**src/logic/fetch_pkg.sv**
```systemverilog
package fetch_pkg;

	// ******************************
	// widths
	// ******************************

	// pc and memory beat width
	localparam int XLEN = 64;
	// one instruction is half a beat
	localparam int INST_W = 32;
	// read response code width
	localparam int RESP_W = 2;

	// first fetch address out of reset
	localparam logic [XLEN-1:0] RESET_PC = 64'h0000_0000_8000_0000;

	// ******************************
	// queue and timer sizing
	// ******************************

	localparam int QUEUE_DEPTH = 2;
	// pointer and occupancy widths for the instruction queue
	localparam int QPTR_W = $clog2(QUEUE_DEPTH);
	localparam int QCNT_W = $clog2(QUEUE_DEPTH + 1);

	// wait cycles without rvalid before fetch gives up
	localparam int TIMEOUT_CYCLES = 16;
	localparam int TIMER_W = 5;

	// fetch controller states
	typedef enum logic [2:0] {
		ST_IDLE,
		ST_REQ,
		ST_WAIT,
		ST_DROP,
		ST_HALT
	} fetch_state_e;

	// reported reason for a halted fetch
	typedef enum logic [1:0] {
		FAULT_NONE,
		FAULT_BUS,
		FAULT_TIMEOUT
	} fault_cause_e;

endpackage

```
**src/logic/inst_push_if.sv**
```systemverilog
interface inst_push_if;

	// pc/instruction pair offered to the queue
	logic push_valid;
	logic [fetch_pkg::XLEN-1:0] push_pc;
	logic [fetch_pkg::INST_W-1:0] push_inst;
	// queue has a free entry
	logic push_ready;
	// redirect, empties the queue
	logic flush;

	// producer side, the fetch controller
	modport ctrl (
		output push_valid,
		output push_pc,
		output push_inst,
		output flush,
		input  push_ready
	);

	// consumer side, the instruction queue
	modport queue (
		input  push_valid,
		input  push_pc,
		input  push_inst,
		input  flush,
		output push_ready
	);

endinterface

```
**src/logic/pc_gen.sv**
```systemverilog
module pc_gen (
	input  logic clk,
	input  logic arst_n,
	// step to the next sequential instruction
	input  logic advance,
	// redirect from the back end
	input  logic pc_update,
	input  logic [fetch_pkg::XLEN-1:0] dnpc,
	output logic [fetch_pkg::XLEN-1:0] pc
);

	logic [fetch_pkg::XLEN-1:0] pc_next;

	// redirect wins over a sequential step
	always_comb begin
		pc_next = pc;
		if (pc_update) begin
			pc_next = dnpc;
		end else if (advance) begin
			// fixed 4 byte instructions, no compressed
			pc_next = pc + fetch_pkg::XLEN'(4);
		end
	end

	// fetch pc register
	always_ff @(posedge clk or negedge arst_n) begin
		if (!arst_n) begin
			pc <= fetch_pkg::RESET_PC;
		end else begin
			pc <= pc_next;
		end
	end

endmodule

```
**src/logic/resp_timer.sv**
```systemverilog
module resp_timer (
	input  logic clk,
	input  logic arst_n,
	// a response is owed and rvalid is still low
	input  logic waiting,
	output logic timeout
);

	logic [fetch_pkg::TIMER_W-1:0] count;

	// limit reached, held until waiting drops
	assign timeout = (count == fetch_pkg::TIMER_W'(fetch_pkg::TIMEOUT_CYCLES));

	// clears on any non waiting cycle
	// saturates at the limit
	always_ff @(posedge clk or negedge arst_n) begin
		if (!arst_n) begin
			count <= '0;
		end else if (!waiting) begin
			count <= '0;
		end else if (!timeout) begin
			count <= count + 1'b1;
		end
	end

endmodule

```
**src/logic/fetch_ctrl.sv**
```systemverilog
module fetch_ctrl (
	input  logic clk,
	input  logic arst_n,
	// current fetch pc from pc_gen
	input  logic [fetch_pkg::XLEN-1:0] pc,
	input  logic pc_update,
	// read address channel
	output logic arvalid,
	output logic [fetch_pkg::XLEN-1:0] araddr,
	input  logic arready,
	// read data channel
	input  logic rvalid,
	input  logic [fetch_pkg::XLEN-1:0] rdata,
	input  logic [fetch_pkg::RESP_W-1:0] rresp,
	output logic rready,
	// response timer
	input  logic timeout,
	output logic waiting,
	// pc step request
	output logic advance,
	inst_push_if.ctrl push,
	// fault report
	output logic fault,
	output fetch_pkg::fault_cause_e fault_cause,
	output logic [fetch_pkg::XLEN-1:0] fault_pc
);

	fetch_pkg::fetch_state_e state_q;
	fetch_pkg::fetch_state_e state_d;
	logic r_hs;
	logic resp_ok;

	// ******************************
	// handshakes
	// ******************************

	assign r_hs    = rvalid && rready;
	assign resp_ok = (rresp == '0);

	// one request at a time, beat aligned
	assign arvalid = (state_q == fetch_pkg::ST_REQ);
	assign araddr  = {pc[fetch_pkg::XLEN-1:3], 3'b000};

	// take data only when the queue can hold it
	// drop state sinks whatever comes back
	always_comb begin
		case (state_q)
			fetch_pkg::ST_WAIT: rready = push.push_ready;
			fetch_pkg::ST_DROP: rready = 1'b1;
			default:            rready = 1'b0;
		endcase
	end

	// timer runs while a response is owed but not shown
	assign waiting = ((state_q == fetch_pkg::ST_WAIT) || (state_q == fetch_pkg::ST_DROP))
		&& !rvalid;

	// push good data unless a redirect makes it stale
	assign push.push_valid = (state_q == fetch_pkg::ST_WAIT) && rvalid && resp_ok
		&& !pc_update;
	assign push.push_pc    = pc;
	// pc bit 2 picks the upper half of the beat
	assign push.push_inst  = pc[2] ? rdata[fetch_pkg::XLEN-1:fetch_pkg::INST_W]
		: rdata[fetch_pkg::INST_W-1:0];
	assign push.flush      = pc_update;

	assign advance = push.push_valid && push.push_ready;

	// ******************************
	// state machine
	// ******************************

	always_comb begin
		state_d = state_q;
		case (state_q)
			fetch_pkg::ST_IDLE: begin
				state_d = fetch_pkg::ST_REQ;
			end
			fetch_pkg::ST_REQ: begin
				// address taken together with a redirect, so its data is stale
				if (arvalid && arready) begin
					state_d = pc_update ? fetch_pkg::ST_DROP : fetch_pkg::ST_WAIT;
				end
			end
			fetch_pkg::ST_WAIT: begin
				if (pc_update) begin
					state_d = r_hs ? fetch_pkg::ST_REQ : fetch_pkg::ST_DROP;
				end else if (r_hs) begin
					state_d = resp_ok ? fetch_pkg::ST_REQ : fetch_pkg::ST_HALT;
				end else if (timeout) begin
					state_d = fetch_pkg::ST_HALT;
				end
			end
			fetch_pkg::ST_DROP: begin
				// give up on a response that never shows
				if (r_hs || timeout) begin
					state_d = fetch_pkg::ST_REQ;
				end
			end
			fetch_pkg::ST_HALT: begin
				// a timed out response may still be in flight
				if (pc_update) begin
					state_d = (fault_cause == fetch_pkg::FAULT_TIMEOUT) ?
						fetch_pkg::ST_DROP : fetch_pkg::ST_REQ;
				end
			end
			default: begin
				state_d = fetch_pkg::ST_IDLE;
			end
		endcase
	end

	always_ff @(posedge clk or negedge arst_n) begin
		if (!arst_n) begin
			state_q <= fetch_pkg::ST_IDLE;
		end else begin
			state_q <= state_d;
		end
	end

	// ******************************
	// fault report
	// ******************************

	// set on entry to halt, cleared by redirect
	always_ff @(posedge clk or negedge arst_n) begin
		if (!arst_n) begin
			fault       <= 1'b0;
			fault_cause <= fetch_pkg::FAULT_NONE;
			fault_pc    <= '0;
		end else if (pc_update) begin
			fault       <= 1'b0;
			fault_cause <= fetch_pkg::FAULT_NONE;
		end else if ((state_q == fetch_pkg::ST_WAIT) && r_hs && !resp_ok) begin
			fault       <= 1'b1;
			fault_cause <= fetch_pkg::FAULT_BUS;
			fault_pc    <= pc;
		end else if ((state_q == fetch_pkg::ST_WAIT) && !r_hs && timeout) begin
			fault       <= 1'b1;
			fault_cause <= fetch_pkg::FAULT_TIMEOUT;
			fault_pc    <= pc;
		end
	end

endmodule

```
**src/logic/inst_queue.sv**
```systemverilog
module inst_queue (
	input  logic clk,
	input  logic arst_n,
	inst_push_if.queue push,
	// downstream stage
	output logic inst_valid,
	output logic [fetch_pkg::XLEN-1:0] inst_pc,
	output logic [fetch_pkg::INST_W-1:0] inst,
	input  logic inst_ready
);

	logic [fetch_pkg::XLEN-1:0] pc_mem [fetch_pkg::QUEUE_DEPTH];
	logic [fetch_pkg::INST_W-1:0] inst_mem [fetch_pkg::QUEUE_DEPTH];
	logic [fetch_pkg::QPTR_W-1:0] wr_ptr;
	logic [fetch_pkg::QPTR_W-1:0] rd_ptr;
	logic [fetch_pkg::QCNT_W-1:0] count;
	logic do_push;
	logic do_pop;

	// pointer step with wrap at the last entry
	function automatic logic [fetch_pkg::QPTR_W-1:0] ptr_next(
		input logic [fetch_pkg::QPTR_W-1:0] p
	);
		return (p == fetch_pkg::QPTR_W'(fetch_pkg::QUEUE_DEPTH - 1)) ? '0 : p + 1'b1;
	endfunction

	assign push.push_ready = (count != fetch_pkg::QCNT_W'(fetch_pkg::QUEUE_DEPTH));
	assign inst_valid      = (count != '0);
	assign inst_pc         = pc_mem[rd_ptr];
	assign inst            = inst_mem[rd_ptr];

	// flush beats both sides
	assign do_push = push.push_valid && push.push_ready && !push.flush;
	assign do_pop  = inst_valid && inst_ready && !push.flush;

	// ******************************
	// pointers and count
	// ******************************

	always_ff @(posedge clk or negedge arst_n) begin
		if (!arst_n) begin
			wr_ptr <= '0;
			rd_ptr <= '0;
			count  <= '0;
		end else if (push.flush) begin
			wr_ptr <= '0;
			rd_ptr <= '0;
			count  <= '0;
		end else begin
			if (do_push) begin
				wr_ptr <= ptr_next(wr_ptr);
			end
			if (do_pop) begin
				rd_ptr <= ptr_next(rd_ptr);
			end
			// simultaneous push and pop leave the count alone
			case ({do_push, do_pop})
				2'b10:   count <= count + 1'b1;
				2'b01:   count <= count - 1'b1;
				default: count <= count;
			endcase
		end
	end

	// entry storage
	always_ff @(posedge clk) begin
		if (do_push) begin
			pc_mem[wr_ptr]   <= push.push_pc;
			inst_mem[wr_ptr] <= push.push_inst;
		end
	end

endmodule

```
**src/logic/fetch_top.sv**
```systemverilog
module fetch_top (
	input  logic clk,
	input  logic arst_n,
	// read address channel
	output logic arvalid,
	output logic [fetch_pkg::XLEN-1:0] araddr,
	input  logic arready,
	// read data channel
	input  logic rvalid,
	input  logic [fetch_pkg::XLEN-1:0] rdata,
	input  logic [fetch_pkg::RESP_W-1:0] rresp,
	output logic rready,
	// redirect
	input  logic pc_update,
	input  logic [fetch_pkg::XLEN-1:0] dnpc,
	// instruction output
	output logic inst_valid,
	output logic [fetch_pkg::XLEN-1:0] inst_pc,
	output logic [fetch_pkg::INST_W-1:0] inst,
	input  logic inst_ready,
	// fault report
	output logic fault,
	output fetch_pkg::fault_cause_e fault_cause,
	output logic [fetch_pkg::XLEN-1:0] fault_pc
);

	logic [fetch_pkg::XLEN-1:0] pc;
	logic advance;
	logic waiting;
	logic timeout;

	// controller to queue
	inst_push_if push_bus ();

	// ******************************
	// datapath and control
	// ******************************

	pc_gen u_pc_gen (
		.clk       (clk),
		.arst_n    (arst_n),
		.advance   (advance),
		.pc_update (pc_update),
		.dnpc      (dnpc),
		.pc        (pc)
	);

	resp_timer u_resp_timer (
		.clk     (clk),
		.arst_n  (arst_n),
		.waiting (waiting),
		.timeout (timeout)
	);

	fetch_ctrl u_fetch_ctrl (
		.clk         (clk),
		.arst_n      (arst_n),
		.pc          (pc),
		.pc_update   (pc_update),
		.arvalid     (arvalid),
		.araddr      (araddr),
		.arready     (arready),
		.rvalid      (rvalid),
		.rdata       (rdata),
		.rresp       (rresp),
		.rready      (rready),
		.timeout     (timeout),
		.waiting     (waiting),
		.advance     (advance),
		.push        (push_bus.ctrl),
		.fault       (fault),
		.fault_cause (fault_cause),
		.fault_pc    (fault_pc)
	);

	// output buffer toward decode
	inst_queue u_inst_queue (
		.clk        (clk),
		.arst_n     (arst_n),
		.push       (push_bus.queue),
		.inst_valid (inst_valid),
		.inst_pc    (inst_pc),
		.inst       (inst),
		.inst_ready (inst_ready)
	);

endmodule

```
**config.mk**
```make
export PLATFORM = sky130hd
export DESIGN_NAME = fetch_top
export DESIGN_NICKNAME = d
export VERILOG_FILES = /design/src/logic/fetch_pkg.sv /design/src/logic/inst_push_if.sv /design/src/logic/pc_gen.sv /design/src/logic/resp_timer.sv /design/src/logic/fetch_ctrl.sv /design/src/logic/inst_queue.sv /design/src/logic/fetch_top.sv
export SDC_FILE = /design/constraint.sdc
export NUM_CORES = 1
export LEC_CHECK = 0
export ABC_AREA = 1
export BUFFER_PORTS_ARGS = -buffer_cell sky130_fd_sc_hd__clkbuf_2
export CAP_MARGIN = 10
export CELL_PAD_IN_SITES_DETAIL_PLACEMENT = 1
export CELL_PAD_IN_SITES_GLOBAL_PLACEMENT = 2
export CORE_AREA = 3 3 240 242
export DETAILED_ROUTE_END_ITERATION = 8
export DIE_AREA = 0 0 243 245
export HOLD_SLACK_MARGIN = 0.03
export PLACE_DENSITY = 0.83
export SYNTH_ARGS = -nofsm -noshare
export SYNTH_HDL_FRONTEND = slang
export SYNTH_SLANG_ARGS = --single-unit
```
**constraint.sdc**
```tcl
create_clock -name clk -period 5.1 [get_ports clk]
set_input_delay 0.765 -clock clk [delete_from_list [all_inputs] [get_ports clk]]
set_output_delay 0.765 -clock clk [all_outputs]
set_load 0.05 [all_outputs]
```
==> flow_summary_export.csv, run 1 <==
group,metric,value,unit
die,rows,86,
worst_setup_path,path_class,"reg -> reg",
die,core,55300,um2
cells_and_area,stdcell_count,2960,
placed_design,port_buffers,362,
drt,via_count,13682,
worst_setup_path,worstPathArrival,3.99,ns
worst_setup_path,startpoint_type,"flop",
worst_setup_path,required,5.50,ns
sta,worst_pin_slew,1.16,ns
drt,dr.pass1.iters,4,
drt,drc,0,
placed_design,dp_cells,2885,
sta,setup_violations,0,
worst_setup_path,slowest_stage,"clkinv_2",
die,die_area,59500,um2
worst_setup_path,r2r_cells,10,
cts,cts-root-buf,"clkbuf_16",
cts,clk_pin_slew_worst_paths,0.06,ns
drt,ant_nets,0,
placed_design,dpl.hpwl,43800,um
worst_setup_path,cpMostUsedCell,"nand2_1",
worst_setup_path,cp.buffers_inverters,3,
worst_setup_path,slowest_delay,0.77,ns
grt,grt_util_all_layers,19.6,%
sta,rsz0062_at_grt,"no",
worst_setup_path,crit_fanout,62,
logic_synthesis,synth_edf_count,192,
worst_setup_path,critical_path_depth,10,
sta,fin_crit_sh,70.4,%
cts,clkSinkCount,335,
logic_synthesis,yosysUniqueCellTypes,41,
cts,cts_hold_buffers,0,
logic_synthesis,ys_seq_elements,335,
run,max_cap_viol_count,0,
status,status,"complete, no violations",
cells_and_area,syn2layout_area_growth,21.6,%
sta,finalSetupTns,0,ns
cts,cts_setup_buffers,0,
grt,antenna_found_initial,8,
power_and_ir_drop,power_density,510,nW/um2
logic_synthesis,netlist_instances,1893,
worst_setup_path,critical_path.top_delay_family,"buffers and inverters",
sta,fmax,0.279,GHz
cts,clock_latency,0.56,ns
power_and_ir_drop,leakagePower,9.10,nW
power_and_ir_drop,total_power,9.94,mW
worst_setup_path,cp_cell_sequence,"inv_1 > ha_1 > nand2_1 > nor3_4 > nand3_2 > a21oi_4 > clkinv_2 > buf_4 > nand2_1 > o21ai_1",
cells_and_area,final_cell_mix,"nand2_1 (848), clkbuf_2 (361), nor2_1 (200)",
sta,period_needed,3.59,ns
sta,clock-skew-final,0.0231,ns
sta,finalHoldViolCount,0,
logic_synthesis,synth_area,16000,um2
cells_and_area,layout_commonest_cell,"nand2_1",
worst_hold_path,hp-class,"in -> async",
sta,hold_ws,0.192,ns
cts,htreeDepth,2,
cts,cts_tree,"built",
placed_design,gp_congestion,0.878,
cells_and_area,fin_nets,2318,
logic_synthesis,synth_area_per_cell,8.46,um2
logic_synthesis,async_flop_share,42.7,%
grt,grt_pass1_vias,14573,
drt,avgViaCountPerCell,4.62,
cts,cts_resized,0,
sta,drv_slew,0,
cells_and_area,final_util,35.2,%
cts,numCtsBuffers,40,
die,start_util,29.0,%
cts,clk_path_buf_depth,3,
grt,grt_max_degree,99,
sta,max_slew_margin,22.9,%
drt,drtIter0Drc,759,
worst_setup_path,endpoint_kind,"flop",
die,fp.dieH,245,um
grt,overflow,0,
drt,post_drt_wl_per_cell,20.1,um
logic_synthesis,synth_ff_type,"edfxtp_1",
die,boundaryPins,366,
cells_and_area,drive_gt1_share,20.9,%
drt,routed_wl,59500,um
die,die_width,243,um
power_and_ir_drop,ir_drop,0.235,mV
logic_synthesis,ys_warn_count,0,
logic_synthesis,yosysSeqAreaShare,58.3,%
grt,grt_first_pass_wirelength,89400,um
[logic make-up (layout without fill, tap and decap cells)]
| kind of cell | count (synthesis) | count (layout) | synth area share [%] |
|---|---|---|---|
| xor+xnor | 14 | 14 | 0.766 |
| buf+inv | 234 | 548 | 7.19 |
| fa+ha+maj | 3 | 3 | 0.234 |
| simple gates | 1169 | 1169 | 28.7 |
| flops | 335 | 335 | 58.3 |
| compound gates | 137 | 137 | 4.70 |
| other cells | 1 | 6 | 0.0234 |
[sequential cells by signal, summed over array words and instances (netlist names)]
signal,count
u_resp_timer.count,5
u_fetch_ctrl.fault_pc,64
u_inst_queue.count,2
u_inst_queue.rd_ptr,1
u_fetch_ctrl.fault_cause,2
u_fetch_ctrl.state_q,3
u_inst_queue.inst_mem,64
u_fetch_ctrl.fault,1
u_inst_queue.wr_ptr,1
u_inst_queue.pc_mem,128
u_pc_gen.pc,64
[synth_stat cells (4+ instances only)]
master | instances | share of area, %
o21ai_0 | 47 | 1.5
dfrtp_1 | 142 | 22
nor2_2 | 6 | 0.23
nor2_1 | 202 | 4.7
inv_1 | 94 | 2.2
buf_2 | 9 | 0.28
edfxtp_1 | 192 | 36
o22ai_1 | 6 | 0.23
inv_2 | 8 | 0.19
nand3_1 | 74 | 2.3
o21ai_1 | 41 | 1.3
xor2_1 | 11 | 0.60
a21oi_1 | 25 | 0.78
a22oi_1 | 4 | 0.19
nand2_1 | 848 | 20
buf_1 | 6 | 0.14
nand4_1 | 19 | 0.74
buf_4 | 64 | 3.0
nor3_1 | 10 | 0.31
clkbuf_1 | 50 | 1.2
[final cells by class]
cell class / instances / area, um2
Fill cell: 6698 / 35800
Sequential cell: 335 / 9350
Multi-Input combinational cell: 1326 / 5540
Timing Repair Buffer: 374 / 1930
Clock buffer: 52 / 1140
Tap cell: 748 / 936
Inverter: 102 / 387
Clock inverter: 20 / 185
Antenna cell: 3 / 7.51
[worst reg2reg max path, cell delays in order (launching register included)]
cell	delay, ns
dfrtp_1	0.43
inv_1	0.08
ha_1	0.15
nand2_1	0.08
nor3_4	0.22
nand3_2	0.17
a21oi_4	0.67
clkinv_2	0.79
buf_4	0.55
nand2_1	0.20
o21ai_1	0.08
[power by group]
part	switching (mW)	internal (mW)	total (mW)
registers	0.392	3.25	3.64
clock network	1.16	1.72	2.88
logic	2.74	0.674	3.41
[layer usage]
| metal | global-route usage [%] | wire (um) | up-vias |
|---|---|---|---|
| met5 | 0 | 59 | - |
| met4 | 5.92 | 1430 | 10 |
| met3 | 3.76 | 2720 | 85 |
| met2 | 34.6 | 29700 | 296 |
| met1 | 24.4 | 25600 | 6709 |
| li1 | - | - | 6582 |
[metrics by stage]
step	instance area, um2	worst slack (ns)
2_1_floorplan	16000	0.874
4_1_cts	19500	1.44
3_5_place_dp	18100	1.46
5_1_grt	19500	1.18
3_3_place_gp	18100	1.58
6_report	19500	1.51
[path summary, 6_finish.rpt]
path                                             end                startpoint  slack (ns)
setup / recovery           u_fetch_ctrl.fault_pc[41]     u_resp_timer.count[0]        1.51
hold / removal                       u_pc_gen.pc[58]                    arst_n        0.19
setup reg to reg           u_fetch_ctrl.fault_pc[41]     u_resp_timer.count[0]        1.51
hold reg to reg             u_fetch_ctrl.fault_pc[9]  u_fetch_ctrl.fault_pc[9]        0.47
max in group asynchronous    u_fetch_ctrl.state_q[2]                    arst_n        4.01
min in group clk                      u_pc_gen.pc[5]                   dnpc[5]        0.41
Note: power is estimated with default switching activity, not from simulation.
==> run 2, diff against run 1 <==
CORE_AREA = 3 3 228 230   (was 3 3 240 242)
DIE_AREA = 0 0 231 233   (was 0 0 243 245)
PLACE_DENSITY = 0.87   (was 0.83)
clock period = 3.75 ns   (was 5.1 ns; I/O delays follow)
==> run 2 against run 1 <==
  * Hold slack got worse by 0.12 ns
  * Critical path depth decreased by 5
  * Sequential power increased by 34%
  * Final cell count decreased by 2.3%
  * Clock power increased by 28%
  * Cell area decreased by 0.35%
  * Register-to-register slack got worse by 0.70 ns
  * Sequential cell count unchanged
  * Power increased by 34%
==> flow_summary_export.csv, run 2 (synthesized netlist as in run 1, its figures left out) <==
group,metric,value,unit
drt,post_drt_wl_per_cell,20.1,um
cts,clk_pin_slew_worst_paths,0.06,ns
sta,fmax,0.332,GHz
cts,cts-root-buf,"clkbuf_16",
worst_setup_path,worstPathArrival,2.45,ns
status,status,"complete, no violations",
grt,grt_max_degree,97,
die,die_width,231,um
power_and_ir_drop,power_density,684,nW/um2
die,die_area,53800,um2
cells_and_area,multi_input_area,5540,um2
drt,drtIter0Drc,624,
cells_and_area,syn2layout_area_growth,21.2,%
cells_and_area,register_area,9350,um2
drt,avgViaCountPerCell,4.77,
cts,cts_resized,0,
cells_and_area,final_cell_mix,"nand2_1 (848), clkbuf_2 (361), nor2_1 (200)",
sta,finalHoldViolCount,0,
drt,via_count,13802,
die,fp.dieH,233,um
die,boundaryPins,366,
die,rows,82,
cts,clkSinkCount,335,
worst_setup_path,cp.buffers_inverters,3,
sta,finalSetupTns,0,ns
worst_setup_path,slowest_delay,0.52,ns
run,max_cap_viol_count,0,
cts,clock_latency,0.55,ns
placed_design,dpl.hpwl,43100,um
cells_and_area,regMostFlops,"u_inst_queue.pc_mem",
worst_setup_path,startpoint_type,"flop",
sta,fin_crit_sh,80.2,%
cts,clk_path_buf_depth,3,
sta,rsz0062_at_grt,"no",
grt,overflow,0,
worst_setup_path,required,3.19,ns
grt,antenna_found_initial,2,
cells_and_area,layout_commonest_cell,"nand2_1",
sta,clock-skew-final,0.0115,ns
drt,ant_nets,0,
worst_setup_path,critical_path.top_delay_family,"buffers and inverters",
worst_setup_path,path_class,"reg -> out",
die,core,50100,um2
cells_and_area,largest_reg_flops,128,
drt,dr.pass1.iters,4,
cells_and_area,fin_nets,2329,
cts,numCtsBuffers,38,
cts,cts_tree,"built",
sta,drv_slew,0,
drt,routed_wl,58100,um
worst_setup_path,cp_cell_sequence,"inv_4 > buf_12 > nand2_1 > nand2_1 > clkbuf_2",
grt,grt_util_all_layers,21.3,%
worst_setup_path,slowest_stage,"inv_4",
drt,drc,0,
cts,cts_hold_buffers,0,
worst_setup_path,endpoint_kind,"primary output",
worst_hold_path,hp-class,"in -> async",
sta,period_needed,3.01,ns
placed_design,gp_congestion,0.901,
cts,htreeDepth,2,
sta,worst_pin_slew,1.08,ns
placed_design,port_buffers,362,
power_and_ir_drop,ir_drop,0.352,mV
worst_setup_path,crit_fanout,64,
grt,grt_pass1_vias,14475,
cells_and_area,drive_gt1_share,20.9,%
cells_and_area,fillers,6044,
worst_setup_path,cpMostUsedCell,"nand2_1",
cts,cts_setup_buffers,0,
power_and_ir_drop,total_power,13.3,mW
grt,grt_first_pass_wirelength,88100,um
die,start_util,32.0,%
sta,max_slew_margin,27.9,%
power_and_ir_drop,leakagePower,9.13,nW
sta,setup_violations,0,
run 2: cell type report:
type	count	share of cell area, %
diodes	2	0.0258
clock buffers	54	5.65
clock inverters	15	0.619
inverters	102	1.99
multi-input cells	1326	28.6
flip-flops and latches	335	48.2
well taps	672	4.33
repair buffers	387	10.7
run 2: final timing paths:
| kind | startpoint | endpoint | slack (ns) | cells after the start |
|---|---|---|---|---|
| max reg2reg | u_pc_gen.pc[3] | u_pc_gen.pc[44] | 0.81 | 10 |
| max | u_inst_queue.rd_ptr | inst_pc[34] | 0.74 | 5 |
| min reg2reg | u_fetch_ctrl.fault_pc[24] | u_fetch_ctrl.fault_pc[24] | 0.47 | 2 |
| min | arst_n | u_fetch_ctrl.fault_pc[59] | 0.07 | 1 |
| max in group asynchronous | arst_n | u_fetch_ctrl.fault | 2.83 | 2 |
| min in group clk | dnpc[5] | u_pc_gen.pc[5] | 0.22 | 3 |
run 2: through the flow:
stage               setup slack, ns  instances  cell area (um2)  hold WS, ns  util, %
floorplan                     0.809       1895            16000        0.267        -
global placement              0.879       2822            18200        0.453     36.3
detailed placement            0.842       2822            18200        0.459     36.3
CTS                           0.683       2891            19400        0.102     38.8
global route                  0.594       2893            19400        0.118     38.8
finish                        0.742       2893            19400       0.0750     38.8
run 2: worst register-to-register path: stages (launching register included):
cell     delay, ns
dfrtp_1       0.55
ha_1          0.48
nand2_1       0.18
nor2_2        0.36
nand3_1       0.22
nor2_2        0.37
nand3_1       0.27
o21ai_0       0.23
nand2_1       0.07
nand2_1       0.06
inv_1         0.04
run 2: power breakdown:
part / switching, mW / total (mW) / internal [mW]
Clock: 1.50 / 3.68 / 2.17
Combinational: 3.76 / 4.71 / 0.946
Sequential: 0.459 / 4.88 / 4.42
run 2: routing by layer:
layer / vias up / part of all wire (%) / track usage (%) / wire length (um)
li1: 6599 / - / - / -
met2: 313 / 50 / 37.5 / 29000
met3: 78 / 4.2 / 3.31 / 2460
met1: 6812 / 44 / 27.3 / 25300
met5: - / 0 / 0 / 0
met4: 0 / 2.3 / 5.81 / 1340
